$ cat config.mk
export PLATFORM = sky130hd
export DESIGN_NAME = playfield
export DESIGN_NICKNAME = d
export VERILOG_FILES = /design/src/tetrisPkg.sv /design/src/playfield.sv
export SDC_FILE = /design/constraint.sdc
export NUM_CORES = 1
export LEC_CHECK = 0
export BUFFER_PORTS_ARGS = -buffer_cell sky130_fd_sc_hd__buf_2
export CAP_MARGIN = 5
export CORE_MARGIN = 2
export CORE_UTILIZATION = 31
export CTS_BUF_LIST = sky130_fd_sc_hd__clkbuf_2 sky130_fd_sc_hd__clkbuf_4 sky130_fd_sc_hd__clkbuf_8
export CTS_CLUSTER_DIAMETER = 150
export DETAILED_ROUTE_END_ITERATION = 8
export PLACE_DENSITY = 0.73
export SETUP_SLACK_MARGIN = 0.1
export SLEW_MARGIN = 20
export SYNTH_ARGS = -nofsm -noshare
export SYNTH_HDL_FRONTEND = slang
export SYNTH_SLANG_ARGS = --single-unit
$ cat constraint.sdc
create_clock -name clk -period 2.8 [get_ports clk]
set_clock_uncertainty 0.05 [all_clocks]
set_input_delay 0.56 -clock clk [delete_from_list [all_inputs] [get_ports clk]]
set_output_delay 0.56 -clock clk [all_outputs]
set_load 0.02 [all_outputs]
$ cat src/tetrisPkg.sv
package tetrisPkg;

    //////////////////////////////
    // field geometry
    //////////////////////////////

    localparam int fieldCols  = 10;
    localparam int fieldRows  = 20;
    localparam int spawnCol   = 3;
    localparam int spawnRow   = 0;
    localparam int pieceCount = 7;

    // bit n is column n
    typedef logic [fieldCols-1:0] rowT;

    // top row in [7:4], bottom row in [3:0], left column in the high bit
    typedef logic [7:0] shapeT;

    typedef logic [3:0] colT;
    typedef logic [4:0] rowIdxT;

    // top-left corner of the 2x4 piece box
    typedef struct packed {
        rowIdxT row;
        colT    col;
    } posT;

    typedef struct packed {
        shapeT shape;
        posT   pos;
    } pieceT;

    typedef struct packed {
        rowIdxT row;
        colT    col;
    } cellQueryT;

    //////////////////////////////
    // piece shapes, in draw order
    //////////////////////////////

    localparam shapeT shapeTable [pieceCount] = '{
        8'b1111_0000,
        8'b0100_1110,
        8'b1100_1100,
        8'b0110_1100,
        8'b1100_0110,
        8'b1110_1000,
        8'b1000_1110
    };

endpackage
$ cat src/playfield.sv
`timescale 1ns/1ps

module playfield (
    input  logic                 clk,
    input  logic                 rst_up,
    input  logic                 lock,
    input  tetrisPkg::pieceT     probe,
    input  tetrisPkg::pieceT     active,
    input  tetrisPkg::cellQueryT query,
    output logic                 blocked,
    output logic                 cellFilled
);

    tetrisPkg::rowT rows [tetrisPkg::fieldRows];
    tetrisPkg::rowT lockedRows [tetrisPkg::fieldRows];
    logic           queryHit;

    function automatic logic shapeBit(input tetrisPkg::shapeT s, input int r, input int c);
        return s[3'(7 - (r * 4 + c))];
    endfunction

    function automatic logic inField(input int r, input int c);
        return r >= 0 && r < tetrisPkg::fieldRows && c >= 0 && c < tetrisPkg::fieldCols;
    endfunction

    //////////////////////////////
    // collision test
    //////////////////////////////

    // walls and floor count as filled
    always_comb begin
        int cellRow;
        int cellCol;
        blocked = 1'b0;
        for (int r = 0; r < 2; r++) begin
            for (int c = 0; c < 4; c++) begin
                cellRow = int'(probe.pos.row) + r;
                cellCol = int'(probe.pos.col) + c;
                if (shapeBit(probe.shape, r, c)) begin
                    if (!inField(cellRow, cellCol)) begin
                        blocked = 1'b1;
                    end else if (rows[5'(cellRow)][4'(cellCol)]) begin
                        blocked = 1'b1;
                    end
                end
            end
        end
    end

    //////////////////////////////
    // lock and row clear
    //////////////////////////////

    always_comb begin
        tetrisPkg::rowT merged [tetrisPkg::fieldRows];
        int cellRow;
        int cellCol;
        int k;
        merged = rows;
        for (int r = 0; r < 2; r++) begin
            for (int c = 0; c < 4; c++) begin
                cellRow = int'(active.pos.row) + r;
                cellCol = int'(active.pos.col) + c;
                if (shapeBit(active.shape, r, c) && inField(cellRow, cellCol)) begin
                    merged[5'(cellRow)][4'(cellCol)] = 1'b1;
                end
            end
        end
        // copy non-full rows downward, top fills with empty rows
        lockedRows = '{default: '0};
        k = tetrisPkg::fieldRows - 1;
        for (int i = tetrisPkg::fieldRows - 1; i >= 0; i--) begin
            if (merged[5'(i)] != '1) begin
                lockedRows[5'(k)] = merged[5'(i)];
                k--;
            end
        end
    end

    always_ff @(posedge clk) begin
        if (rst_up) begin
            rows <= '{default: '0};
        end else if (lock) begin
            rows <= lockedRows;
        end
    end

    //////////////////////////////
    // cell query
    //////////////////////////////

    always_comb begin
        int dr;
        int dc;
        dr = int'(query.row) - int'(active.pos.row);
        dc = int'(query.col) - int'(active.pos.col);
        queryHit = 1'b0;
        if (inField(int'(query.row), int'(query.col))) begin
            queryHit = rows[query.row][query.col];
            // falling piece shows on top of the settled cells
            if (dr >= 0 && dr < 2 && dc >= 0 && dc < 4) begin
                queryHit = queryHit | shapeBit(active.shape, dr, dc);
            end
        end
    end

    always_ff @(posedge clk) begin
        cellFilled <= queryHit;
    end

endmodule

==> flow_summary.yaml <==
setup_path:
  crit_family: "adder cells"
  crit_required_ns: 2.61
  end_kind: "flop"
  startpoint_type: "primary input"
  path_cells: "buf_2 -> ha_1 -> fa_1 -> xnor2_1 -> xnor2_1 -> mux2_2 -> nand3b_1 -> nor4_2"
  crit_type: "in2reg"
  slowest_stage: "fa_1"
  cp_common_cell: "xnor2_1"
  cp.arrival_ns: 2.22
  critPathBufInv: 1
  crit_fanout: 2
  slowest_delay_ns: 0.41
sta:
  fmax_mhz: 416
  period_needed_ns: 2.40
  finalSetupViolCount: 0
  setup_tns_ns: 0
  rsz0062_at_grt: "no"
  finalCritPeriodShare_pct: 85.8
  hold_viol: 0
  slew_viol_final: 0
  fin_ws_ns: 0.397
placement:
  io_buffers: 27
  dp_hpwl_um: 795
  gp_congestion: 0.769
  placed_cell_area_um2: 598
  dp_slack_ns: 0.392
synthesis:
  ys.flop_type: "dfxtp_1"
  synth_common_cells: "inv_1, ha_1, o21ai_0, nor2b_1, xnor2_1"
  synth.avg_cell_area_um2: 8.21
  ys_seq_elements: 1
  synth_edf_count: 0
  synth_top_cell_by_area: "ha_1"
  syn_nets: 112
  async_flop_share_pct: 0
  synth.top_cell.area_share_pct: 24.9
  yosysWarnings: 0
  synth.distinct_cells: 20
  ys_seq_area_share_pct: 4.43
  synth_cells: 55
  yosysMostFrequentCell: "inv_1"
  synth_area_leaders: "ha_1, inv_1, mux4_2"
  netlist_area_um2: 452
detailed_routing:
  route.detailed.drc: 0
  detail-route-antenna-nets: 0
  dr_total_vias: 438
  dr.pass1.iters: 2
  totalWireLength_um: 820
  drt-initial-drc-count: 3
  wire_per_inst_um: 8.54
  post_drt_via_cell_ratio: 4.56
final_layout:
  top_register: "cellFilled"
  utilization_pct: 44.8
  drive_gt1_share_pct: 38.3
  finalInstanceArea_um2: 598
  syn_to_final_growth_pct: 32.4
  antenna_cells: 0
  final_nets: 140
  largest_reg_flops: 1
  top_regs: "cellFilled (1)"
clock_tree:
  cts_setup_buffers: 0
  holdBufCountCts: 0
  cts.reportedPaths.clkPinSlew_ns: 0
  cts_resized: 0
global_route:
  overflow: 0
  antenna_found_initial: 0
  grt_pass1_vias: 387
  grt.total_usage_pct: 9.87
  grt_max_degree: 4
  grt_first_pass_wirelength_mm: 1.49
floorplanning:
  die-area_mm2: 0.00178
  core_mm2: 0.00133
  rows: 13
  die_y_um: 42.2
  die_x_um: 42.2
  initial_core_util_pct: 33.9
  io_pins: 48
status:
  outcome: "finished, final reports clean"
pwr:
  leakagePower_nw: 0.329
  ir_drop_uv: 80.2
  finalPower_mw: 0.115
  power.density_mw_per_mm2: 192
run:
  drv_cap: 0
min_path:
  holdCritPathClass: "reg2out"
stage by stage:
step	std cells	hold slack [ns]
2_1_floorplan	55	0.830
6_report	96	0.926
3_3_place_gp	96	0.925
4_1_cts	96	0.928
3_5_place_dp	96	0.928
5_1_grt	96	0.935
power by group:
part           internal [mW]  switching (mW)
Sequential            0.0146      0.00000675
Combinational         0.0565          0.0440
Clock                      0               0
layout make-up:
| type | count | area (µm²) |
|---|---|---|
| fill | 144 | 736 |
| inverter | 12 | 45.0 |
| multi-input combinational | 41 | 379 |
| sequential | 1 | 20.0 |
| tap | 15 | 18.8 |
| timing repair buffer | 27 | 135 |
placed cells by master, fill, tap and decap left out:
master	instances
a21oi_1	1
buf_2	27
conb_1	1
dfxtp_1	1
fa_1	2
ha_1	9
inv_1	12
mux2_2	1
mux4_2	2
nand2_1	1
nand3_1	2
nand3b_1	1
nor2_1	1
nor2b_1	5
nor3_1	2
nor4_2	1
o21ai_0	6
o311ai_0	1
xnor2_1	4
xor2_1	1
cell families after synthesis:
| kind of cell | after synthesis | share of synthesized area (%) |
|---|---|---|
| buf+inv | 13 | 11.6 |
| simple gates | 13 | 17.5 |
| mux | 3 | 12.5 |
| xor+xnor | 5 | 9.69 |
| other cells | 1 | 0.830 |
| compound gates | 8 | 9.69 |
| fa+ha+maj | 11 | 33.8 |
| flops | 1 | 4.43 |
layer usage:
metal  vias to the layer above  wire [µm]  global-route usage, %
met3                         0         60                      0
met5                         -          0                      0
met4                         0          0                      0
li1                        235          -                      -
met2                        19        401                   18.5
met1                       184        358                   13.4
final timing paths:
kind	startpoint	to	slack [ns]	depth (start not counted)
min	cellFilled	cellFilled	0.93	1
max	active[0]	cellFilled	0.40	8
Power figures use the tool's default switching activity.
