[src/tetrisPkg.sv]
package tetrisPkg;

    //////////////////////////////
    // field geometry
    //////////////////////////////

    localparam int fieldCols  = 10;
    localparam int fieldRows  = 20;
    localparam int spawnCol   = 3;
    localparam int spawnRow   = 0;
    localparam int pieceCount = 7;

    // bit n is column n
    typedef logic [fieldCols-1:0] rowT;

    // top row in [7:4], bottom row in [3:0], left column in the high bit
    typedef logic [7:0] shapeT;

    typedef logic [3:0] colT;
    typedef logic [4:0] rowIdxT;

    // top-left corner of the 2x4 piece box
    typedef struct packed {
        rowIdxT row;
        colT    col;
    } posT;

    typedef struct packed {
        shapeT shape;
        posT   pos;
    } pieceT;

    typedef struct packed {
        rowIdxT row;
        colT    col;
    } cellQueryT;

    //////////////////////////////
    // piece shapes, in draw order
    //////////////////////////////

    localparam shapeT shapeTable [pieceCount] = '{
        8'b1111_0000,
        8'b0100_1110,
        8'b1100_1100,
        8'b0110_1100,
        8'b1100_0110,
        8'b1110_1000,
        8'b1000_1110
    };

endpackage
[src/pieceSource.sv]
`timescale 1ns/1ps

module pieceSource (
    input  logic             clk,
    input  logic             rst_up,
    input  logic             draw,
    output tetrisPkg::shapeT nextShape
);

    localparam int idxW = $clog2(tetrisPkg::pieceCount);

    localparam logic [idxW-1:0] lastIdx = idxW'(tetrisPkg::pieceCount - 1);

    logic [idxW-1:0] drawIdx;

    // piece 0 is already in play after reset, so the queue starts at 1
    always_ff @(posedge clk) begin
        if (rst_up) begin
            drawIdx <= idxW'(1);
        end else if (draw) begin
            if (drawIdx == lastIdx) begin
                drawIdx <= '0;
            end else begin
                drawIdx <= drawIdx + 1'b1;
            end
        end
    end

    assign nextShape = tetrisPkg::shapeTable[drawIdx];

    idxInRange: assert property (
        @(posedge clk) disable iff (rst_up) drawIdx < idxW'(tetrisPkg::pieceCount)
    );

endmodule

[config.mk]
export PLATFORM = sky130hd
export DESIGN_NAME = pieceSource
export DESIGN_NICKNAME = d
export VERILOG_FILES = /design/src/tetrisPkg.sv /design/src/pieceSource.sv
export SDC_FILE = /design/constraint.sdc
export NUM_CORES = 1
export LEC_CHECK = 0
export BUFFER_PORTS_ARGS = -buffer_cell sky130_fd_sc_hd__buf_2
export CORE_AREA = 2 2 39 41
export DETAILED_ROUTE_END_ITERATION = 7
export DIE_AREA = 0 0 41 43
export PLACE_DENSITY = 0.47
export SLEW_MARGIN = 0
export SYNTH_ARGS = -nofsm -noshare
export SYNTH_HDL_FRONTEND = slang
export SYNTH_SLANG_ARGS = --single-unit
[constraint.sdc]
create_clock -name clk -period 1.5 [get_ports clk]
set_input_delay 0.3 -clock clk [delete_from_list [all_inputs] [get_ports clk]]
set_output_delay 0.3 -clock clk [all_outputs]
set_load 0.01 [all_outputs]
==> summary.txt, run 1 <==
Global routing
  • Tot GR Track Use: between 7 and 8%
  • Initial antenna violation count: 0
  • Pin count of the biggest net entering global routing: 13
  • Vias in the first global route: 194
  • GRT overflow: 0
  • First-pass GRT wire length: 779 um

Finish
  • Final nets: between 50 and 60
  • Largest regs: drawIdx (3)
  • P&R area growth vs syn: 56.48%
  • Largest Register: drawIdx
  • Largest register FFs: 3
  • Ant. Diodes: 0
  • Util after Layout: 30.56%
  • Fraction of layout cells with a size suffix above 1: about three fifths
  • Fill cells: 152
  • Post-route cell area: between 400 and 500 sq um
  • Finished Layout Cells: 64

Clock tree
  • Root buf cell: clkbuf_4
  • Clock Sinks: 3
  • H-tree Lvls: 1
  • Clk buf depth: 2
  • CTS tree: done
  • Clk slew on worst S/H paths: about 40 ps
  • Worst-Skew Late Latency: 230 ps
  • CTS buffer count: 3

Detailed routing
  • DR WL/cell: 9.813 um
  • Drt first pass iters: 1
  • # DRC: 0
  • ANT nets after route: 0
  • Vias per inst: between 4 and 5
  • Total wire length: 628 um
  • Vias: 265
  • Initial drt markers: 0

Status
  • Result of the run: finished clean

Power
  • PD cells: 851.1 nW/um^2
  • LEAKAGE: 0.1938 nW
  • Total power: 359.9 uW
  • VDD IR max: 0.4934 mV

Timing
  • Min setup slack post-route: 41.23 ps
  • Hold Worst Slack: 271.4 ps
  • Hold Vio Cnt, Final: 0
  • Max Clk Rate: 685.5 MHz
  • Final slew viol count: 0
  • Skew final: 1.537 ps
  • TNS Setup: 0 ps
  • Final setup vio count: 0
  • Crit path time final: 1459 ps
  • Period utilisation layout: 97.25%

Logic synthesis
  • Synth Instances: 33
  • Yosys warnings: 0
  • Unique cell type count in the Yosys netlist: 16
  • #FFs+latches synth: 3
  • Number of flops mapped to enable cells by yosys: 0
  • Post-synth design cell area: 270.3 sq um
  • Syn_nets: 41
  • Post-synth top flop: dfxtp_1
  • Ys async rst share: 0%
  • Sequential area share after synthesis: 22.22%
  • Avg Inst Size Synth: 8.190 sq um

Worst setup path
  • Cell Chain, Critical Path: inv_2 -> ha_4 -> o21ai_0 -> buf_2
  • Crit-path leading delay family: flip-flops
  • CP Buf/Inv Count: 2
  • R2R Path End: drawIdx[2]$_SDFFE_PP0P_
  • Worst stage delay on the critical path: 340 ps
  • Reg-to-Reg Start: drawIdx[0]$_SDFFE_PP1P_
  • Reg-to-reg slack, setup: 180 ps
  • FF-to-FF path depth: 5
  • Type of the worst setup path: reg -> out
  • Startpoint Class: flip-flop
  • Slowest cell on the critical path: dfxtp_2
  • Crit Path Max Fanout: 3
  • Worst Setup End Kind: output pin
  • Cell count along the critical path: 4
  • Worst Path Required: about 1200 ps
  • WP data arrival: 1160 ps

Die
  • Row count: 14
  • Die Ht: approximately 43 um
  • Die width: 41 um
  • Die area: 1763 sq um
  • I/O pin total: 11
  • Core area: ~1400 sq um
  • Initial Utilization: 19.53%

Placement
  • Post-DP HPWL: 377.6 um
  • Post-DP Area: 327.8 sq um
  • Placed insts: 57
  • Port Buf Inserts: 9
  • Pre-CTS setup slack: 151.3 ps
  • GPL Wtd Cong: 0.6076

Hold path
  • Hold depth: 2
  • Worst min-delay path category: in -> reg
  • Hold Path Sink: drawIdx[1]$_SDFFE_PP0P_
  • Hold Path Origin: rst_up

Run
  • Max-cap violations: 0
## cell usage after synthesis (all sizes together) (2+ instances only)
master	n	area [sq um]
a21oi	3	18.77
buf	2	15.01
dfxtp	3	60.06
ha	5	62.56
inv	4	15.01
nand2	2	7.510
nand2b	3	18.77
nor2	2	7.510
nor2b	2	12.51
o21ai	2	10.01
## cell type report
cell class	instances	area [sq um]	area share, %
tap	16	20.02	4.734
timing repair buffer	13	78.83	18.64
clock buffer	4	26.28	6.213
multi-input combinational	24	219.0	51.78
inverter	4	15.01	3.550
sequential	3	63.81	15.09
## power breakdown
group	total [mW]	internal [mW]	switching, mW
sequential	0.0977	0.0880	0.00978
clock	0.143	0.0998	0.0434
combinational	0.119	0.0605	0.0585
## worst max path at each step
stage,endpoint,from
2_1_floorplan,nextShape[2],drawIdx[0]$_SDFFE_PP1P_
3_3_place_gp,nextShape[2],drawIdx[1]$_SDFFE_PP0P_
3_5_place_dp,nextShape[2],drawIdx[1]$_SDFFE_PP0P_
4_1_cts,nextShape[5],drawIdx[1]$_SDFFE_PP0P_
5_1_grt,nextShape[2],drawIdx[0]$_SDFFE_PP1P_
6_report,nextShape[5],drawIdx[0]$_SDFFE_PP1P_
## per-layer routing
metal | share of wire, % | global-route usage, % | wire length (um)
met1 | 38 | 8.360 | 241
met3 | 10 | 6.283 | 64
met4 | 0 | 4.000 | 0
met2 | 51 | 8.438 | 321
met5 | 0 | 0 | 0
## logic make-up after synthesis
kind of cell	count (synthesis)	synth area share, %
flops	3	22.22
other cells	1	1.388
fa+ha+maj	5	23.15
compound gates	8	20.37
buf+inv	6	11.11
simple gates	10	21.76
## cells in the final DEF, fill, tap and decap left out
cell / count
ha_2: 1
dfxtp_2: 3
nor2b_1: 1
buf_4: 3
buf_2: 9
clkbuf_4: 3
and4bb_2: 1
buf_6: 1
inv_2: 2
a31o_2: 1
nand2_1: 2
a21oi_1: 1
o21ai_0: 2
a21oi_2: 2
conb_1: 1
inv_1: 2
a311oi_1: 1
a211o_1: 1
nor2_1: 2
clkbuf_1: 1
nand2b_1: 3
ha_4: 2
ha_1: 2
nor2b_4: 1
## timing repair
| item | CTS | global route |
|---|---|---|
| buffers inserted | 2 | 1 |
| endpoints found under the setup margin | 4 | 4 |
| resized for setup | 4 | 10 |
| hold buffers | 0 | 0 |
| pin swaps | 0 | 1 |
No activity file was read; power rests on OpenSTA's default activity.
==> run 2, diff against run 1 <==
Settings changed: BUFFER_PORTS_ARGS -buffer_cell sky130_fd_sc_hd__buf_2 to -buffer_cell sky130_fd_sc_hd__buf_4, MAX_ROUTING_LAYER set to met4, TNS_END_PERCENT set to 5.
==> summary.txt, run 2 (same netlist as run 1, synthesis figures left out) <==
Worst setup path
  • Type of the worst setup path: reg -> out
  • Crit Path Max Fanout: 3
  • Worst Setup End Kind: output pin
  • Startpoint Class: flip-flop
  • Worst Path Required: 1200 ps
  • WP data arrival: 1150 ps

Timing
  • Hold Vio Cnt, Final: 0
  • Final setup vio count: 0
  • Hold Worst Slack: 254.7 ps
  • Max Clk Rate: 692.0 MHz
  • RSZ-0062 raised after global routing: no
  • Crit path time final: 1445 ps
  • Final slew viol count: 0
  • Skew final: 5.271 ps
  • Period utilisation layout: a little over nine tenths

Detailed routing
  • Drt first pass iters: 2
  • Initial drt markers: 1
  • Vias per inst: 4.000
  • Total wire length: a little over 600 um
  • DR WL/cell: between 9 and 10 um
  • ANT nets after route: 0
  • # DRC: 0
  • Vias: 256

Finish
  • Largest regs: drawIdx (3)
  • Ant. Diodes: 0
  • Multi-input logic area: 221.5 sq um
  • FF+latch area: approximately 64 sq um
  • Commonest non-fill, non-tap cell in the layout: buf_4
  • Final nets: 57
  • Fill cells: 153
  • Fraction of layout cells with a size suffix above 1: about 63%
  • P&R area growth vs syn: 65.28%
  • Largest register FFs: 3
  • Largest Register: drawIdx
  • Finished Layout Cells: 64
  • Most frequent cells in the layout: 13 x buf_4, 3 x nand2b_1, 3 x clkbuf_4, 3 x dfxtp_2

Hold path
  • Worst min-delay path category: in -> reg

Power
  • VDD IR max: between 0.4 and 0.5 mV
  • PD cells: 838.4 nW/um^2
  • LEAKAGE: approximately 0.20 nW

Die
  • Die width: 41 um
  • Row count: 14
  • Core area: 1384 sq um
  • Initial Utilization: 19.53%
  • Die Ht: 43 um
  • I/O pin total: 11
  • Die area: 1763 sq um

Clock tree
  • Clk slew on worst S/H paths: ~40 ps
  • CTS buffer count: 3
  • Clk buf depth: 2
  • Worst-Skew Late Latency: between 200 and 250 ps
  • Clock Sinks: 3
  • H-tree Lvls: 1
  • Root buf cell: clkbuf_4
  • CTS tree: done

Global routing
  • Met2 Use GR: 11.25%
  • GRT overflow: 0
  • GRT met1 Usage: 6.431%
  • GR peak layer: met2
  • Vias in the first global route: 230
  • Met3 Usage GRT: approximately 6.3%
  • First-pass GRT wire length: 814 um
  • Initial antenna violation count: 0
  • Pin count of the biggest net entering global routing: 13
  • Tot GR Track Use: 7.305%

Run
  • Max-cap violations: 0

Placement
  • GPL Wtd Cong: approximately 0.65
  • Port Buf Inserts: 9
  • Placed insts: 57
  • Post-DP HPWL: around 400 um

Status
  • Result of the run: finished clean
==> run 2: layout make-up <==
type	count	area share [%]
Clock buffer	4	5.882
Tap cell	16	4.482
Inverter	4	3.922
Timing Repair Buffer	13	21.85
Sequential cell	3	14.29
Multi-Input combinational cell	24	49.58
==> run 2: layer usage <==
layer / vias to the layer above / part of all wire, %
li1: 135 / -
met1: 110 / 42
met2: 11 / 48
met3: 0 / 10
met4: 0 / 0
met5: - / 0
==> run 2: critical path, cell delays in order, from the launching register on <==
cell	delay, ps
dfxtp_2	310
buf_4	140
ha_4	160
nor2_1	110
a21oi_2	40
buf_4	140
==> run 2: final timing paths <==
| kind | start | slack, ps | cells after the start | to |
|---|---|---|---|---|
| max | drawIdx[0]$_SDFFE_PP1P_ | 50 | 5 | nextShape[1] |
| min reg2reg | drawIdx[2]$_SDFFE_PP0P_ | 650 | 1 | drawIdx[2]$_SDFFE_PP0P_ |
| max reg2reg | drawIdx[0]$_SDFFE_PP1P_ | 70 | 6 | drawIdx[2]$_SDFFE_PP0P_ |
| min | rst_up | 250 | 2 | drawIdx[1]$_SDFFE_PP0P_ |
==> run 2: through the flow <==
stage	utilization [%]	worst slack [ps]	power (mW)	area, sq um	TNS (ps)
global placement	25.32	116.3	0.1999	350.3	0
floorplan	-	130.0	0.1543	270.3	0
CTS	29.39	-6.275	0.3645	406.6	-6.275
global route	32.28	5.430	0.4034	446.7	0
detailed placement	25.32	125.7	0.2002	350.3	0
finish	32.28	54.81	0.3745	446.7	0
==> run 2: where the power goes <==
part           total (mW)  switching (mW)  internal (mW)  leakage (nW)
clock               0.144          0.0443         0.0999        0.0150
combinational       0.133          0.0602         0.0724         0.160
sequential         0.0978         0.00988         0.0879        0.0253
total               0.375           0.114          0.260         0.200
==> run 2: repair_timing <==
action | in CTS | in global routing
endpoints found under the setup margin | 4 | 3
resized for setup | 5 | 11
pin swaps | 0 | 2
buffers inserted | 3 | 0
hold buffers | 0 | 0
