<file path="config.mk">
export PLATFORM = sky130hd
export DESIGN_NAME = pieceControl
export DESIGN_NICKNAME = d
export VERILOG_FILES = /design/src/tetrisPkg.sv /design/src/pieceControl.sv
export SDC_FILE = /design/constraint.sdc
export NUM_CORES = 1
export LEC_CHECK = 0
export BUFFER_PORTS_ARGS = -buffer_cell sky130_fd_sc_hd__buf_2
export CORE_AREA = 2 2 52 59
export DETAILED_ROUTE_END_ITERATION = 12
export DIE_AREA = 0 0 54 61
export GPL_TIMING_DRIVEN = 0
export PLACE_DENSITY = 0.82
export SYNTH_ARGS = -nofsm -noshare
export SYNTH_HDL_FRONTEND = slang
export SYNTH_SLANG_ARGS = --single-unit
</file>
<file path="constraint.sdc">
create_clock -name clk -period 2.7 [get_ports clk]
set_input_delay 0.405 -clock clk [delete_from_list [all_inputs] [get_ports clk]]
set_output_delay 0.405 -clock clk [all_outputs]
set_load 0.005 [all_outputs]
</file>
<file path="src/tetrisPkg.sv">
package tetrisPkg;

    //////////////////////////////
    // field geometry
    //////////////////////////////

    localparam int fieldCols  = 10;
    localparam int fieldRows  = 20;
    localparam int spawnCol   = 3;
    localparam int spawnRow   = 0;
    localparam int pieceCount = 7;

    // bit n is column n
    typedef logic [fieldCols-1:0] rowT;

    // top row in [7:4], bottom row in [3:0], left column in the high bit
    typedef logic [7:0] shapeT;

    typedef logic [3:0] colT;
    typedef logic [4:0] rowIdxT;

    // top-left corner of the 2x4 piece box
    typedef struct packed {
        rowIdxT row;
        colT    col;
    } posT;

    typedef struct packed {
        shapeT shape;
        posT   pos;
    } pieceT;

    typedef struct packed {
        rowIdxT row;
        colT    col;
    } cellQueryT;

    //////////////////////////////
    // piece shapes, in draw order
    //////////////////////////////

    localparam shapeT shapeTable [pieceCount] = '{
        8'b1111_0000,
        8'b0100_1110,
        8'b1100_1100,
        8'b0110_1100,
        8'b1100_0110,
        8'b1110_1000,
        8'b1000_1110
    };

endpackage
</file>
<file path="src/pieceControl.sv">
`timescale 1ns/1ps

module pieceControl (
    input  logic             clk,
    input  logic             rst_up,
    input  logic             left,
    input  logic             right,
    input  logic             pause,
    input  logic             tick,
    input  logic             blocked,
    input  tetrisPkg::shapeT nextShape,
    output tetrisPkg::pieceT probe,
    output tetrisPkg::pieceT active,
    output logic             lock,
    output logic             draw,
    output logic             gameOver
);

    localparam tetrisPkg::posT spawnPos = '{
        row: tetrisPkg::rowIdxT'(tetrisPkg::spawnRow),
        col: tetrisPkg::colT'(tetrisPkg::spawnCol)
    };

    // bit 0 is left, bit 1 is right
    logic [1:0] btnMeta;
    logic [1:0] btnSync;
    logic [1:0] btnLast;
    logic [1:0] btnEdge;

    logic moveOk;
    logic doDown;
    logic doLeft;
    logic doRight;
    logic doSpawn;
    logic spawnPending;
    logic moveCommit;

    assign btnEdge = btnSync & ~btnLast;
    assign moveOk  = ~pause & ~gameOver;

    //////////////////////////////
    // probe select
    //////////////////////////////

    // gravity wins over a button edge, which is then lost
    always_comb begin
        doDown  = tick;
        doLeft  = ~tick & moveOk & btnEdge[0];
        doRight = ~tick & moveOk & ~btnEdge[0] & btnEdge[1];
        doSpawn = ~tick & ~doLeft & ~doRight & spawnPending;
        probe   = active;
        if (doDown) begin
            probe.pos.row = active.pos.row + 1'b1;
        end else if (doLeft) begin
            probe.pos.col = active.pos.col - 1'b1;
        end else if (doRight) begin
            probe.pos.col = active.pos.col + 1'b1;
        end else if (doSpawn) begin
            probe.pos = spawnPos;
        end
    end

    assign lock       = doDown & blocked;
    assign draw       = lock;
    assign moveCommit = (doDown | doLeft | doRight) & ~blocked;

    //////////////////////////////
    // piece state
    //////////////////////////////

    always_ff @(posedge clk) begin
        if (rst_up) begin
            btnMeta      <= '0;
            btnSync      <= '0;
            btnLast      <= '0;
            active       <= '{shape: tetrisPkg::shapeTable[0], pos: spawnPos};
            spawnPending <= 1'b0;
            gameOver     <= 1'b0;
        end else begin
            btnMeta <= {right, left};
            btnSync <= btnMeta;
            btnLast <= btnSync;
            if (lock) begin
                active       <= '{shape: nextShape, pos: spawnPos};
                spawnPending <= 1'b1;
            end else if (moveCommit) begin
                active <= probe;
            end
            // new piece overlapping the stack ends the game
            if (doSpawn) begin
                spawnPending <= 1'b0;
                if (blocked) begin
                    gameOver <= 1'b1;
                end
            end
        end
    end

    // gravity must also be frozen once the game is over
    overFreezes: assert property (
        @(posedge clk) disable iff (rst_up) gameOver |-> !(moveCommit || lock)
    );

endmodule

</file>
==> metrics.txt, run 1 <==
crit path max fanout=10; CTS resizes=0; # setup viols final=0; CTS tree=built; postcts setup bufs=0; Longest Clk Path Bufs=2; Max VDD drop=0.000274 V; Max Freq=432 MHz; vias per cell=5.46; post-cts hold buffer count=0; number of flops mapped to enable cells by yosys=0; Top FF cell, synth=dfxtp_1; syn_nets=199; Final Hold Viols=0; largest net degree at the start of global routing=15; footprint of the multi-input gates=724 µm²; Slew headroom=69.1%; setup TNS=0 ns; DRC=0; first-pass GRT wire length=5.00 mm; syn avg cell area=7.51 µm²; clock latency on the worst-skew pair=0.31 ns; DP Wirelength=2.40 mm; Post-Place Cells=264; clk root buf=clkbuf_4; Initial Utilization=50.3%; Final Skew=0.00369 ns; DRT iter0 DRCs=41; share of the synthesized area in the top cell type=36.8%; FF+latch area=500 µm²; WL/cell=12.1 µm; TritonRoute pass-1 iters=5; global route overflow=0; CTS H-Tree Depth=1; Yosys Warn Count=0; GP Congestion=0.881; CP required=2.30 ns; leading area contributor after synthesis=dfxtp_1; Seq/Total Area, Yosys=36.8%; Top Ports=52; antenna viol nets, final=0; Port-buffer cells=50; Crit Path Class=register to output pin; pre-CTS WS=0.436 ns; RSZ-0062 raised after global routing=no; CTS buffer count=3; GRT Total Usage=20.3%; DR vias=1,463; layout cells sized above 1=28.1%; Synth async-reset ratio=0%; Cell Rows=20; Setup WS post-layout=0.383 ns; die height=61 µm; clk sinks=25; Max Cap Viol=0; Filler cells=274; worst hold path type=input pin to register; synthesized area=1360 µm²; leakage power=0.794 nW; die area=3290 µm²; largest cells by area after synthesis=dfxtp_1, nand2_1, a21oi_1; Placeable Area=2700 µm²; synthesized flop and latch total=25; nets=254; Final Total Pwr=0.000676 W; worst-margin pin slew=0.463 ns; Arrival @ worst endpoint=1.91 ns; startpoint types=register; fin crit period=2.32 ns; crit end category=output pin; total wire length=3.25 mm; non-filler cells, final=268; vias in the first global route=1,147; Layout area overhead=23.5%; Die Wd=54 µm; status=finished, final reports clean; Yosys cell types=34; initial antenna violation count=0; Reg clk slew, reported paths=0.14 ns; post-route clock period utilization=85.8%; PD cells=403 nW/µm²; n_diodes=0; Hold Slack=0.284 ns; Slew Viols, Final=0; Post-Syn Instances=181
## final timing paths
check | startpoint | to | slack [ns] | cells past startpoint
setup / recovery | active[0] | probe[2] | 0.38 | 8
hold / removal | nextShape[7] | active[16] | 0.28 | 3
setup reg to reg | active[1] | active[3] | 0.87 | 6
hold reg to reg | btnMeta[0] | btnSync[0] | 0.45 | 1
## cells in the final DEF (no fill, tap or decap)
master / netlist / final
clkinv_2: 0 / 1
and3_1: 1 / 1
buf_4: 9 / 9
o211ai_1: 1 / 1
nand3_1: 13 / 13
o21a_1: 1 / 1
o221ai_1: 1 / 1
clkbuf_4: 0 / 3
mux2i_1: 1 / 1
ha_1: 3 / 3
o21ai_0: 11 / 11
or2_1: 1 / 1
o21ai_1: 2 / 2
nand2b_1: 3 / 3
a22o_1: 1 / 1
dfxtp_1: 25 / 25
buf_6: 1 / 1
nor3b_1: 1 / 1
nand4_1: 3 / 3
inv_2: 1 / 1
nor2_1: 9 / 9
nor2b_1: 8 / 8
o31ai_1: 2 / 2
a211oi_1: 5 / 5
or3_1: 2 / 2
nand2_1: 29 / 29
a32o_1: 1 / 1
o32a_1: 1 / 1
or4_1: 2 / 2
nor3_1: 8 / 8
nor3_4: 1 / 1
nand4b_1: 1 / 1
buf_2: 0 / 50
clkbuf_1: 7 / 7
a21oi_1: 16 / 16
a31oi_1: 3 / 3
inv_1: 7 / 7
## final cells by class
| cell class | instances | share of cell area, % |
|---|---|---|
| Timing Repair Buffer | 50 | 14.9 |
| Clock inverter | 1 | 0.298 |
| Tap cell | 33 | 2.46 |
| Buffer | 17 | 6.26 |
| Multi-Input combinational cell | 131 | 43.1 |
| Sequential cell | 25 | 29.8 |
| Clock buffer | 3 | 1.34 |
| Inverter | 8 | 1.79 |
## Yosys cell counts (2+ instances only)
library cell  count
nand2_1          29
nand4_1           3
o31ai_1           2
dfxtp_1          25
buf_4             9
o21ai_1           2
nor2b_1           8
or4_1             2
inv_1             7
or3_1             2
o21ai_0          11
a21oi_1          16
nand3_1          13
a31oi_1           3
ha_1              3
nand2b_1          3
nor2_1            9
a211oi_1          5
nor3_1            8
clkbuf_1          7
## power breakdown
part / leakage, nW / total [W] / switching, W / internal (W)
Combinational: 0.572 / 0.000117 / 0.0000633 / 0.0000537
Clock: 0.0177 / 0.000165 / 0.000109 / 0.0000554
Sequential: 0.204 / 0.000394 / 0.0000115 / 0.000383
## sequential cells by signal (all words and copies together) (netlist names)
signal,flops
btnMeta,2
active,17
gameOver,1
spawnPending,1
btnSync,2
btnLast,2
## metal layers
metal  vias to the layer above  global-route usage (%)  wire length, µm
met5                         -                       0                0
met4                         0                    7.14               22
met3                         2                    2.96              230
met2                        57                    33.8             1580
met1                       664                    26.7             1420
li1                        740                       -                -
## worst max-delay path, cell delays in order, from the launching register on
cell	delay (ns)
dfxtp_1	0.52
inv_1	0.10
ha_1	0.24
nor3b_1	0.19
a31oi_1	0.06
o221ai_1	0.22
nand2_1	0.08
o21ai_1	0.07
buf_2	0.12
## kinds of logic after synthesis
group / Yosys count / synth area share, %
AND/OR/NAND/NOR: 82 / 30.0
flip-flops: 25 / 36.8
buffers and inverters: 25 / 9.94
adder cells (fa/ha/maj): 3 / 2.76
multiplexers: 1 / 0.736
AO/OA/AOI/OAI: 45 / 19.8
## per-stage QoR
stage,cell area [µm²],utilization (%)
global route,1680,62.1
CTS,1680,62.1
detailed placement,1650,61.1
finish,1680,62.1
floorplan,1360,-
global placement,1650,61.1
(Power assumes the default switching activity.)
==> inputs of run 2 (changes only) <==
--- a/config.mk
+++ b/config.mk
@@ -5,12 +5,13 @@
 export SDC_FILE = /design/constraint.sdc
 export NUM_CORES = 1
 export LEC_CHECK = 0
+export ABC_AREA = 1
 export BUFFER_PORTS_ARGS = -buffer_cell sky130_fd_sc_hd__buf_2
-export CORE_AREA = 2 2 52 59
+export CORE_AREA = 2 2 53 60
 export DETAILED_ROUTE_END_ITERATION = 12
-export DIE_AREA = 0 0 54 61
+export DIE_AREA = 0 0 55 62
 export GPL_TIMING_DRIVEN = 0
-export PLACE_DENSITY = 0.82
+export PLACE_DENSITY = 0.8
 export SYNTH_ARGS = -nofsm -noshare
 export SYNTH_HDL_FRONTEND = slang
 export SYNTH_SLANG_ARGS = --single-unit
==> metrics.txt, run 2 <==
status=finished, final reports clean; postcts setup bufs=0; DP Wirelength=2.16 mm; Placeable Area=2890 µm²; n_diodes=0; clock latency on the worst-skew pair=0.31 ns; number of flops mapped to enable cells by yosys=0; Die Wd=55 µm; share of the synthesized area in the top cell type=36.0%; RSZ-0062 raised after global routing=no; clk sinks=25; worst hold path type=input pin to register; crit end category=output pin; Top Ports=52; CTS buffer count=3; Arrival @ worst endpoint=1.72 ns; vias per cell=4.71; die height=62 µm; Initial Utilization=48.1%; PD cells=426 nW/µm²; leakage power=0.967 nW; first-pass GRT wire length=4.57 mm; DRC=0; Yosys Warn Count=0; startpoint types=register; DRT iter0 DRCs=19; antenna viol nets, final=0; clk root buf=clkbuf_4; vias in the first global route=1,117; Reg clk slew, reported paths=0.13 ns; Max Freq=470 MHz; CTS H-Tree Depth=1; leading area contributor after synthesis=dfxtp_1; DR vias=1,351; CTS resizes=0; Seq/Total Area, Yosys=36.0%; GP Congestion=0.714; pre-CTS WS=0.750 ns; layout cells sized above 1=32.0%; post-route clock period utilization=78.8%; Yosys cell types=31; Slew Viols, Final=0; commonest non-fill, non-tap cell in the layout=buf_2; Synth async-reset ratio=0%; Cell Rows=21; synthesized flop and latch total=25; CTS tree=built; Crit Path Class=register to output pin; Net Sw Frac=28.6%; Post-Syn Instances=200; Hold Slack=0.282 ns; Final Hold Viols=0; total wire length=2.74 mm; die area=3410 µm²; initial antenna violation count=0; most instantiated library cell after synthesis=nand2_1; syn avg cell area=6.96 µm²; Layout area overhead=22.7%; Max Cap Viol=0; Slew headroom=71.1%; global route overflow=0; post-cts hold buffer count=0; most frequent cells in the layout=buf_2, nand2_1, inv_1, nor2_1, dfxtp_1; crit path max fanout=9; fin crit period=2.13 ns; synthesized area=1390 µm²; Top FF cell, synth=dfxtp_1; Final Skew=0.00295 ns; Setup WS post-layout=0.574 ns; GRT Total Usage=17.8%; TritonRoute pass-1 iters=4; largest cells by area after synthesis=dfxtp_1, nand2_1, inv_1; CP required=2.30 ns; Max VDD drop=0.000292 V; # setup viols final=0; Longest Clk Path Bufs=2; leading cell types by count after synthesis=nand2_1, inv_1, dfxtp_1, nor2_1, nand3_1; Port-buffer cells=49; Int Power=0.000519 W; sw power=0.000208 W; worst-margin pin slew=0.434 ns; max reg flops=17; nets=272; clock power share=22.3%; syn_nets=218; Gate power share=21.6%; largest net degree at the start of global routing=15; setup TNS=0 ns; WL/cell=9.54 µm; sequential power share=56.1%; register with the most flip-flops=active
run 2: cell types whose count changed after synthesis, sizes merged, moves of 3 or more:
cell,before,now
nor2,9,28
nand2b,3,0
a211oi,5,0
nand2,29,44
o21ai,13,10
a21oi,16,11
clkbuf,7,2
inv,8,36
nor2b,8,0
nand3,13,16
nor3,9,1
run 2: layout make-up:
class                   instances  area (µm²)
clock inverters                 1        5.00
multi-input cells             126         656
flip-flops and latches         25         500
plain buffers                  13        97.6
fillers                       268        1180
well taps                      34        42.5
repair buffers                 49         245
clock buffers                   3        22.5
inverters                      36         138
run 2: path summary, 6_finish.rpt:
check	slack (ns)	endpoint	from	cells past startpoint
worst max register to register	1.26	active[1]	active[0]	7
worst min register to register	0.41	btnSync[1]	btnMeta[1]	2
worst max-delay path	0.57	probe[1]	btnSync[0]	9
worst min-delay path	0.28	btnMeta[1]	right	3
run 2: metrics by stage:
stage | cells | total power, W | cell area [µm²] | util [%]
after global routing | 287 | 0.000777 | 1710 | 59.0
final | 287 | 0.000728 | 1710 | 59.0
after detailed placement | 283 | 0.000575 | 1680 | 58.1
after CTS | 287 | 0.000737 | 1710 | 59.0
after global placement | 283 | 0.000572 | 1680 | 58.1
after floorplan | 200 | 0.000515 | 1390 | -
run 2: cells by family after synthesis:
| kind of cell | synth area share, % |
|---|---|
| simple gates | 31.6 |
| buf+inv | 16.9 |
| compound gates | 12.2 |
| flops | 36.0 |
| fa+ha+maj | 2.70 |
| xor+xnor | 0.630 |
run 2: critical path, cell delays in order (launching register included):
cell and delay [ns]:
dfxtp_1 0.36, inv_2 0.04, nor2_2 0.17, nor2_2 0.09
nand2_4 0.10, nand3_2 0.20, nand2_1 0.11, nand2_1 0.07
a21boi_1 0.13, buf_2 0.13
run 2: metal layers:
metal	vias to the layer above	wire [µm]	global-route usage (%)
li1	724	-	-
met1	585	1290	24.3
met2	38	1280	29.1
met3	4	141	2.87
met4	0	28	5.23
met5	-	0	0
run 2: power by group through the flow:
stage          combinational (W)  clock (W)  sequential (W)
2_1_floorplan          0.0000995          0        0.000415
3_3_place_gp            0.000156          0        0.000416
3_5_place_dp            0.000159          0        0.000416
4_1_cts                 0.000159   0.000169        0.000408
5_1_grt                 0.000181   0.000184        0.000412
6_report                0.000157   0.000162        0.000408
