## config.mk

```make
export PLATFORM = sky130hd
export DESIGN_NAME = gravityTimer
export DESIGN_NICKNAME = d
export VERILOG_FILES = /design/src/gravityTimer.sv
export SDC_FILE = /design/constraint.sdc
export NUM_CORES = 1
export LEC_CHECK = 0
export ABC_AREA = 1
export BUFFER_PORTS_ARGS = -buffer_cell sky130_fd_sc_hd__clkbuf_2
export CAP_MARGIN = 20
export CORE_ASPECT_RATIO = 1.25
export CORE_MARGIN = 1.5
export CORE_UTILIZATION = 55
export DETAILED_ROUTE_END_ITERATION = 7
export GPL_TIMING_DRIVEN = 1
export PLACE_DENSITY_LB_ADDON = 0.12
export SLEW_MARGIN = 5
export SYNTH_ARGS = -nofsm -noshare
export SYNTH_HDL_FRONTEND = slang
export SYNTH_SLANG_ARGS = --single-unit
```

## constraint.sdc

```tcl
create_clock -name clk -period 3.1 [get_ports clk]
set_clock_uncertainty 0.1 [all_clocks]
set_input_delay 0.62 -clock clk [delete_from_list [all_inputs] [get_ports clk]]
set_output_delay 0.62 -clock clk [all_outputs]
set_load 0.03 [all_outputs]
```

## src/gravityTimer.sv

```systemverilog
`timescale 1ns/1ps

module gravityTimer #(
    parameter int tickCycles = 25000000
) (
    input  logic clk,
    input  logic rst_up,
    input  logic fall,
    input  logic pause,
    input  logic gameOver,
    output logic tick
);

    // room for the last count plus a double step
    localparam int cntW = $clog2(tickCycles + 2);

    logic [cntW-1:0] count;
    logic [cntW-1:0] countNext;
    logic            run;

    assign run = ~pause & ~gameOver;

    // fast fall steps by two
    assign countNext = count + (fall ? cntW'(2) : cntW'(1));
    assign tick      = run && (countNext >= cntW'(tickCycles));

    always_ff @(posedge clk) begin
        if (rst_up) begin
            count <= '0;
        end else if (tick) begin
            count <= '0;
        end else if (run) begin
            count <= countNext;
        end
    end

    tickPulse: assert property (@(posedge clk) disable iff (rst_up) tick |=> !tick);

endmodule

```

==> results of run 1 <==
## path summary, 6_finish.rpt
kind | start | to | slack, ns | cells past startpoint
worst max register to register | count[0] | count[14] | 0.28 | 18
worst min-delay path | count[0] | count[0] | 0.47 | 2
worst max-delay path | fall | tick | -0.37 | 18
worst min register to register | count[0] | count[0] | 0.47 | 2
## timing repair
action | CTS | global route
buffers inserted | 3 | 3
endpoints found under the setup margin | 1 | 1
gates resized for setup | 4 | 8
hold endpoints to repair | 0 | 0
pin swaps | 12 | 14
## placed cells by master (no fill, tap or decap), types with 4 or more instances in the layout
master and instances:
buf_4 29, dfxtp_1 24, inv_1 18, nand2_1 97, nand3_1 14, nor2_1 44, nor2_2 18, o21ai_0 24
o21ai_1 4, o21bai_1 4, xor2_1 7
## kinds of logic (layout without fill, tap and decap cells)
group / count (synthesis) / in the layout / share of synthesized area
fa+ha+maj: 3 / 3 / 0.02544
xor+xnor: 9 / 9 / 0.04453
simple gates: 187 / 187 / 0.4587
mux: 2 / 2 / 0.01131
buf+inv: 29 / 64 / 0.07208
compound gates: 34 / 34 / 0.1053
flops: 25 / 25 / 0.2827
## per-layer routing
layer | routed length (µm) | track usage | part of all wire | vias to the layer above
li1 | - | - | - | 981
met1 | 1995 | 0.3425 | 0.49 | 783
met2 | 1828 | 0.4329 | 0.45 | 34
met3 | 113 | 0.02036 | 0.028 | 12
met4 | 127 | 0.1122 | 0.031 | 0
met5 | 0 | 0 | 0 | -
## where the power goes
part / internal (mW) / leakage (nW) / switching, mW
clock network: 0.0505 / 0.0150 / 0.102
logic: 0.0591 / 0.641 / 0.0652
registers: 0.341 / 0.206 / 0.0238
## layout make-up
| class | count | area (µm²) | share of cell area |
|---|---|---|---|
| sequential | 25 | 501.7 | 0.2325 |
| tap | 36 | 45.04 | 0.02087 |
| multi-input combinational | 235 | 1177 | 0.5455 |
| inverter | 23 | 93.84 | 0.04348 |
| clock buffer | 4 | 26.28 | 0.01217 |
| timing repair buffer | 37 | 314.1 | 0.1455 |
## critical path: stages
cell and delay [ns]:
buf_8 0.10, inv_6 0.05, ha_4 0.13, inv_2 0.04
fa_2 0.42, nor2_4 0.15, nand2_4 0.09, buf_4 0.14
o21bai_2 0.14, nand2_1 0.08, nor2_1 0.13, nand2_1 0.10
o21ai_1 0.13, nand2_1 0.06, nand3_1 0.10, nand2_2 0.10
inv_4 0.06, buf_8 0.11
## metrics by stage
step / utilization / hold WS, ns / setup TNS, ns / total power, mW
6_report: 0.7193 / 0.4741 / -0.3681 / 0.6417
5_1_grt: 0.7193 / 0.5114 / -0.4732 / 0.6734
4_1_cts: 0.7052 / 0.4738 / -0.3044 / 0.6429
3_5_place_dp: 0.6822 / 0.4498 / -1.494 / 0.4900
3_3_place_gp: 0.6822 / 0.4471 / -0.4455 / 0.4870
2_1_floorplan: - / 0.4165 / 0 / 0.4488
==> impl_metrics.csv, run 1 <==
group,metric,value,unit
status,outcome,"finished with violations",
status,violations,"setup timing",
synth,syn_area_per_cell,6.126,µm²
setup_path,cp_data_arrival_time,2.75,ns
synth,synth_area_leaders,"dfxtp_1 28%, nand2_1 21%, nor2_1 10%",
floorplanning,fp.dieW,53.75,µm
cells_and_area,drive_gt1_frac,0.2377,
cells_and_area,fillCellCount,253,
global_route,antenna_found_initial,0,
global_route,grt_pass1_wl,7.093,mm
synth,mappedNetlistArea,0.001770,mm²
synth,ys_warn_count,0,
global_route,grt_max_degree,43,
worst_hold_path,min_path_type,"reg -> reg",
synth,synthArstFlopShare,0,
sta,period_share,1.119,
sta,max_clock_freq,288.3,MHz
placed_design,placedCellCount,350,
synth,synth-seq-cells,25,
floorplanning,dieArea,0.003571,mm²
global_route,overflow,0,
cells_and_area,syn_to_final_growth,21.91,%
sta,fin_crit,3.468,ns
synth,synth_ff_type,"dfxtp_1",
clocking,clockBufferDepth,2,
floorplanning,die_y,66.44,µm
cells_and_area,largest-register,"count",
global_route,first_global_vias,1685,
placed_design,dp.final_hpwl,3.102,mm
placed_design,place_area,0.002047,mm²
clocking,cts-buffers-inserted,3,
setup_path,worstPathMaxFanout,5,
power_and_ir_drop,powerDensity,297.3,mW/mm²
floorplanning,io_pins,6,
drt,first_pass_iters,4,
drt,num_vias,1810,
sta,slew_viol_final,0,
setup_path,crit_type,"in -> out",
drt,drtAntennaViolNets,0,
clocking,h-tree-depth,1,
cells_and_area,reg.largest.list,"count: 25 flops",
synth,ys_seq_area_frac,0.2827,
drt,via_per_inst,5.028,
synth,yosysMostFrequentCell,"nand2_1",
cells_and_area,fin_nets,333,
synth,synth_common_cells,"98 x nand2_1, 47 x nor2_1, 25 x dfxtp_1, 25 x o21ai_0, 21 x inv_1",
synth,synth_edf_count,0,
clocking,path_clk_slew,0.14,ns
synth,synth_top_area_frac,0.2827,
power_and_ir_drop,irDropWorstVdd,0.2911,mV
power_and_ir_drop,leakagePower,0.8614,nW
drt,drc_errors,0,
placed_design,gp_congestion,0.9296,
flow_run,maxCapViolations,0,
placed_design,io_buffers,5,
cells_and_area,final_cells,360,
drt,wl_per_cell,11.29,µm
clocking,clk_latency,0.33,ns
sta,hold_viol,0,
clocking,cts_tree,"yes",
clocking,root_buffer,"clkbuf_4",
floorplanning,initial_core_util,0.5901,
sta,setup-violations-final,1,
drt,drt-initial-drc-count,64,
setup_path,cp-end-kind,"output pin",
setup_path,cp-start-kind,"input pin",
sta,worst_slew_pin_slew,0.3603,ns
synth,synth_cell_types,26,
global_route,grt_use_total,0.2633,
drt,drt-total-wl,4.065,mm
synth,synth_cells,289,
clocking,cts_sinks,25,
cells_and_area,largest_reg_flops,25,
sta,final.setup.worst_slack,-0.3681,ns
sta,relSlewSlack,0.7598,
floorplanning,core-area,0.003000,mm²
sta,rsz0062_at_grt,"yes",
cells_and_area,num_antenna_cells,0,
synth,syn_nets,297,
setup_path,cp.required,2.38,ns
placed_design,place_ws,-0.3813,ns
cells_and_area,finalInstanceArea,0.002158,mm²
clocking,cts_hold_buf,0,
synth,synth_top_area_cell,"dfxtp_1",
floorplanning,rows,22,
(Power assumes the default switching activity.)
==> run 2, diff against run 1 <==
==> constraint.sdc (replaced) <==
create_clock -name clk -period 3.1 [get_ports clk]
set_clock_uncertainty 0.1 [all_clocks]
set_input_delay 0.155 -clock clk [delete_from_list [all_inputs] [get_ports clk]]
set_output_delay 0.155 -clock clk [all_outputs]
set_load 0.03 [all_outputs]
==> impl_metrics.csv, run 2 (synthesis gave the netlist of run 1 again) <==
group,metric,value,unit
cells_and_area,fillCellCount,301,
flow_run,maxCapViolations,0,
sta,max_clock_freq,333.0,MHz
power_and_ir_drop,irDropWorstVdd,0.2122,mV
clocking,clk_latency,0.33,ns
cells_and_area,largest-register,"count",
power_and_ir_drop,intPower,431.7,µW
sta,worst_slew_pin_slew,0.7750,ns
setup_path,cp-end-kind,"output pin",
sta,period_share,0.9686,
sta,fin_crit,3.003,ns
power_and_ir_drop,powerDensity,325.2,mW/mm²
drt,wl_per_cell,11.86,µm
drt,drc_errors,0,
clocking,root_buffer,"clkbuf_4",
floorplanning,initial_core_util,0.5901,
sta,rsz0062_at_grt,"yes",
placed_design,io_buffers,5,
clocking,cts_hold_buf,0,
clocking,clockBufferDepth,2,
setup_path,r2r-end,"count[11]",
setup_path,path_delay_family,"simple AND/OR/NAND/NOR gates",
clocking,path_clk_slew,0.15,ns
clocking,cts_sinks,25,
setup_path,r2r_start,"count[0]",
placed_design,gp_congestion,0.9428,
global_route,overflow,0,
global_route,first_global_vias,1553,
setup_path,cp.required,2.84,ns
cells_and_area,multiInputGateArea,0.001177,mm²
cells_and_area,syn_to_final_growth,7.915,%
sta,slew_viol_final,0,
sta,final.setup.worst_slack,0.09741,ns
worst_hold_path,hold_depth,4,
setup_path,cp-start-kind,"flip-flop",
power_and_ir_drop,p_sw,189.7,µW
sta,setup-violations-final,0,
cells_and_area,ff_latch_area,501.7,µm²
drt,drtAntennaViolNets,0,
setup_path,crit_type,"reg -> out",
cells_and_area,reg.largest.list,"count: 25 flops",
sta,hold_viol,0,
cells_and_area,finalInstanceArea,0.001911,mm²
setup_path,reg2reg_slack,0.32,ns
drt,via_per_inst,5.241,
cells_and_area,final_cell_mix,"94 x nand2_1, 45 x nor2_1, 25 x o21ai_0",
setup_path,crit_cells,17,
power_and_ir_drop,swShare,0.3053,
setup_path,cpMostUsedCell,"nand2_2",
clocking,cts_tree,"yes",
worst_hold_path,hold_path_end,"count[14]",
setup_path,cp_data_arrival_time,2.75,ns
floorplanning,fp.dieW,53.75,µm
setup_path,worstPathMaxFanout,5,
floorplanning,io_pins,6,
cells_and_area,final_common_cell,"nand2_1",
drt,drt-initial-drc-count,38,
power_and_ir_drop,leakagePower,0.7279,nW
drt,drt-total-wl,3.937,mm
placed_design,dp.final_hpwl,3.010,mm
cells_and_area,largest_reg_flops,25,
power_and_ir_drop,clock_power_share,0.250,
drt,first_pass_iters,4,
global_route,grt_pass1_wl,6.782,mm
floorplanning,dieArea,0.003571,mm²
clocking,cts-buffers-inserted,3,
cells_and_area,fin_nets,305,
global_route,grt_max_degree,26,
global_route,grt_use_total,0.2577,
placed_design,place_ws,0.2052,ns
drt,num_vias,1740,
power_and_ir_drop,pwr-share-seq,0.587,
floorplanning,core-area,0.003000,mm²
setup_path,worst-r2r-cell-count,17,
global_route,antenna_found_initial,0,
placed_design,place_area,0.001809,mm²
worst_hold_path,hp-start,"pause",
setup_path,slowest_delay,0.39,ns
power_and_ir_drop,combPwrFrac,0.163,
floorplanning,rows,22,
setup_path,cp_slowest_cell,"fa_2",
floorplanning,die_y,66.44,µm
status,outcome,"complete, no violations",
worst_hold_path,min_path_type,"in -> reg",
cells_and_area,drive_gt1_frac,0.1655,
setup_path,worstPathBufferInverterCount,3,
sta,relSlewSlack,0.4828,
setup_path,path_cells,"ha_4 > inv_2 > fa_2 > nor2_4 > nand2_4 > nor2_4 > nand3_2 > nand2_2 > nand2_2 > nor2_2 > nand2_2 > nor2_2 > nand3_1 > nand3_1 > nand2_2 > inv_2 > buf_6",
clocking,h-tree-depth,1,
cells_and_area,num_antenna_cells,0,
## run 2: cell types whose count changed in the layout (fill, tap and decap cells not counted), moves of 2 or more
cell	before	now
buf_8	2	0
nand2_1	97	94
nand2_2	3	6
buf_4	29	3
## run 2: layout make-up
cell class              instances  share of cell area
clock buffers                   4             0.01375
inverters                      23             0.04519
multi-input cells             235              0.6162
flip-flops and latches         25              0.2626
well taps                      36             0.02358
repair buffers                  9             0.03864
## run 2: metrics by stage
step | hold WS, ns | setup TNS, ns | utilization | total power, mW | std cells
after floorplan | 0.2849 | 0 | - | 0.4465 | 289
after global placement | 0.4133 | 0 | 0.6030 | 0.4653 | 325
after detailed placement | 0.4170 | 0 | 0.6030 | 0.4673 | 325
after CTS | 0.1917 | 0 | 0.6134 | 0.6216 | 329
after global routing | 0.2351 | -0.02004 | 0.6368 | 0.6480 | 332
final | 0.2024 | 0 | 0.6368 | 0.6214 | 332
## run 2: tightest hold or removal path, stage by stage
cell and delay, ns:
clkbuf_2 0.08, nor2_2 0.13, o21ai_0 0.19, nor2_1 0.04
## run 2: worst max-delay path by stage
stage | to | from | slack, ns
global route | tick | count[0] | -0.02
CTS | tick | count[0] | 0.06
finish | tick | count[0] | 0.1
floorplan | count[22] | count[0] | 0.62
detailed placement | count[18] | fall | 0.21
global placement | count[19] | fall | 0.26
## run 2: power by group through the flow
| stage | sequential (mW) | clock (mW) | combinational (mW) |
|---|---|---|---|
| after global placement | 0.370 | 0 | 0.0951 |
| after global routing | 0.368 | 0.164 | 0.116 |
| after floorplan | 0.364 | 0 | 0.0824 |
| after CTS | 0.364 | 0.160 | 0.0981 |
| final | 0.365 | 0.155 | 0.102 |
| after detailed placement | 0.370 | 0 | 0.0969 |
## run 2: layer usage
metal | share of wire | up-vias | GRT usage
met5 | 0 | - | 0
met4 | 0.029 | 0 | 0.1090
met3 | 0.044 | 11 | 0.02489
met2 | 0.47 | 48 | 0.4162
met1 | 0.45 | 757 | 0.3403
li1 | - | 924 | -
## run 2: repair_timing
item                       in CTS  in global routing
pin swaps                       2                  9
setup buffers                   0                  3
resized for setup               2                 13
setup endpoints to repair       1                  1
==> run 3, diff against run 2 <==
--- a/config.mk
+++ b/config.mk
@@ -13,7 +13,7 @@
 export CORE_UTILIZATION = 55
 export DETAILED_ROUTE_END_ITERATION = 7
 export GPL_TIMING_DRIVEN = 1
-export PLACE_DENSITY_LB_ADDON = 0.12
+export PLACE_DENSITY = 0.73
 export SLEW_MARGIN = 5
 export SYNTH_ARGS = -nofsm -noshare
 export SYNTH_HDL_FRONTEND = slang
==> impl_metrics.csv, run 3 (synthesis gave the netlist of run 1 again) <==
group,metric,value,unit
cells_and_area,fillCellCount,288,
placed_design,io_buffers,5,
setup_path,crit_type,"reg -> out",
setup_path,worstPathMaxFanout,4,
setup_path,cp_slowest_cell,"fa_2",
sta,max_clock_freq,338.2,MHz
floorplanning,io_pins,6,
cells_and_area,syn_to_final_growth,7.420,%
clocking,cts_sinks,25,
sta,hold_viol,0,
power_and_ir_drop,irDropWorstVdd,0.2048,mV
clocking,path_clk_slew,0.15,ns
cells_and_area,final_common_cell,"nand2_1",
global_route,first_global_vias,1497,
flow_run,maxCapViolations,0,
clocking,h-tree-depth,1,
setup_path,worst-r2r-cell-count,16,
setup_path,path_delay_family,"simple AND/OR/NAND/NOR gates",
setup_path,cp_data_arrival_time,2.70,ns
clocking,cts_tree,"yes",
cells_and_area,fin_nets,307,
clocking,clockBufferDepth,2,
global_route,antenna_found_initial,0,
floorplanning,core-area,0.003000,mm²
drt,via_per_inst,5.042,
floorplanning,rows,22,
sta,relSlewSlack,0.5836,
sta,fin_crit,2.957,ns
placed_design,dp.final_hpwl,3.007,mm
global_route,overflow,0,
setup_path,worstPathBufferInverterCount,4,
status,outcome,"complete, no violations",
sta,period_share,0.9537,
clocking,clk_latency,0.34,ns
global_route,grt_use_total,0.2482,
sta,final.setup.worst_slack,0.1434,ns
global_route,grt_pass1_wl,6.499,mm
cells_and_area,reg.largest.list,"count: 25 flops",
placed_design,place_area,0.001809,mm²
setup_path,slowest_delay,0.40,ns
power_and_ir_drop,leakagePower,0.7369,nW
power_and_ir_drop,swShare,0.3075,
sta,rsz0062_at_grt,"no",
sta,setup-violations-final,0,
clocking,cts-buffers-inserted,3,
power_and_ir_drop,clock_power_share,0.251,
setup_path,cpMostUsedCell,"nand2_1",
placed_design,place_ws,0.1942,ns
drt,wl_per_cell,11.95,µm
power_and_ir_drop,pwr-share-seq,0.590,
setup_path,path_cells,"ha_1 > inv_1 > fa_2 > nor2_4 > nand3b_1 > buf_4 > xor2_2 > nand2_1 > nand2_1 > o21ai_1 > nand2_1 > nand3_1 > nand2_2 > inv_2 > buf_6",
cells_and_area,largest_reg_flops,25,
drt,drt-total-wl,3.990,mm
cells_and_area,largest-register,"count",
clocking,root_buffer,"clkbuf_4",
drt,drc_errors,0,
setup_path,cp-end-kind,"output pin",
drt,drtAntennaViolNets,0,
cells_and_area,final_cell_mix,"96 x nand2_1, 44 x nor2_1, 24 x o21ai_0, 24 x dfxtp_1, 20 x inv_1",
setup_path,crit_cells,15,
floorplanning,fp.dieW,53.75,µm
power_and_ir_drop,combPwrFrac,0.159,
floorplanning,dieArea,0.003571,mm²
cells_and_area,num_antenna_cells,0,
placed_design,placedCellCount,325,
drt,first_pass_iters,8,
worst_hold_path,hold_depth,4,
floorplanning,die_y,66.44,µm
sta,worst_slew_pin_slew,0.6240,ns
cells_and_area,multiInputGateArea,0.001165,mm²
placed_design,gp_congestion,0.9660,
cells_and_area,drive_gt1_frac,0.1644,
sta,slew_viol_final,0,
setup_path,cp.required,2.84,ns
global_route,grt_max_degree,28,
cells_and_area,finalInstanceArea,0.001902,mm²
sta,fin_setup_tns,0,ns
setup_path,cp-start-kind,"flip-flop",
drt,num_vias,1684,
power_and_ir_drop,powerDensity,325.1,mW/mm²
power_and_ir_drop,intPower,428.1,µW
floorplanning,initial_core_util,0.5901,
power_and_ir_drop,p_sw,190.1,µW
worst_hold_path,min_path_type,"in -> reg",
cells_and_area,ff_latch_area,501.7,µm²
drt,drt-initial-drc-count,44,
cells_and_area,final_cells,334,
run 3: path summary, 6_finish.rpt:
kind | startpoint | endpoint | slack (ns)
max | count[0] | tick | 0.14
min | pause | count[20] | 0.15
max reg2reg | count[0] | count[24] | 0.22
min reg2reg | count[0] | count[0] | 0.44
run 3: repair_timing:
action / 4_1_cts / 5_1_grt
pin swaps: 2 / 9
gates cloned: 0 / 0
endpoints found under the setup margin: 1 / 1
buffers inserted: 1 / 4
hold buffers: 0 / 0
resized for setup: 2 / 10
run 3: worst register-to-register path: stages (launching register included):
cell      delay, ns
dfxtp_2        0.35
ha_1           0.15
inv_1          0.06
fa_2           0.40
nor2_4         0.19
nand3b_1       0.17
buf_4          0.18
xor2_2         0.15
nand2_1        0.07
nand2_1        0.06
o21ai_1        0.15
nand2_1        0.07
nand3_1        0.10
nand2_2        0.06
buf_4          0.17
nand2_4        0.28
nor2_1         0.09
run 3: final cells by class:
class / instances / share of cell area
Sequential cell: 25 / 0.2638
Clock inverter: 1 / 0.002632
Inverter: 23 / 0.04539
Multi-Input combinational cell: 235 / 0.6125
Clock buffer: 3 / 0.01184
Timing Repair Buffer: 11 / 0.04013
Tap cell: 36 / 0.02368
run 3: per-layer routing:
layer / global-route usage / part of all wire / routed length, µm / vias up
met5: 0 / 0 / 0 / -
met1: 0.3222 / 0.47 / 1887 / 711
met2: 0.3811 / 0.45 / 1780 / 38
met4: 0.1474 / 0.032 / 127 / 0
li1: - / - / - / 922
met3: 0.03167 / 0.049 / 196 / 13
run 3: power by group through the flow:
stage / logic (mW) / registers (mW) / clock network, mW
detailed placement: 0.0962 / 0.370 / 0
global route: 0.113 / 0.368 / 0.170
finish: 0.0982 / 0.365 / 0.155
floorplan: 0.0824 / 0.364 / 0
global placement: 0.0947 / 0.370 / 0
CTS: 0.0972 / 0.364 / 0.159
run 3: metrics by stage:
stage / hold slack, ns / total power [mW] / util
final: 0.1547 / 0.6182 / 0.6339
after global routing: 0.1702 / 0.6499 / 0.6339
after CTS: 0.1538 / 0.6197 / 0.6163
after detailed placement: 0.4208 / 0.4666 / 0.6030
after global placement: 0.4145 / 0.4649 / 0.6030
after floorplan: 0.2849 / 0.4465 / -
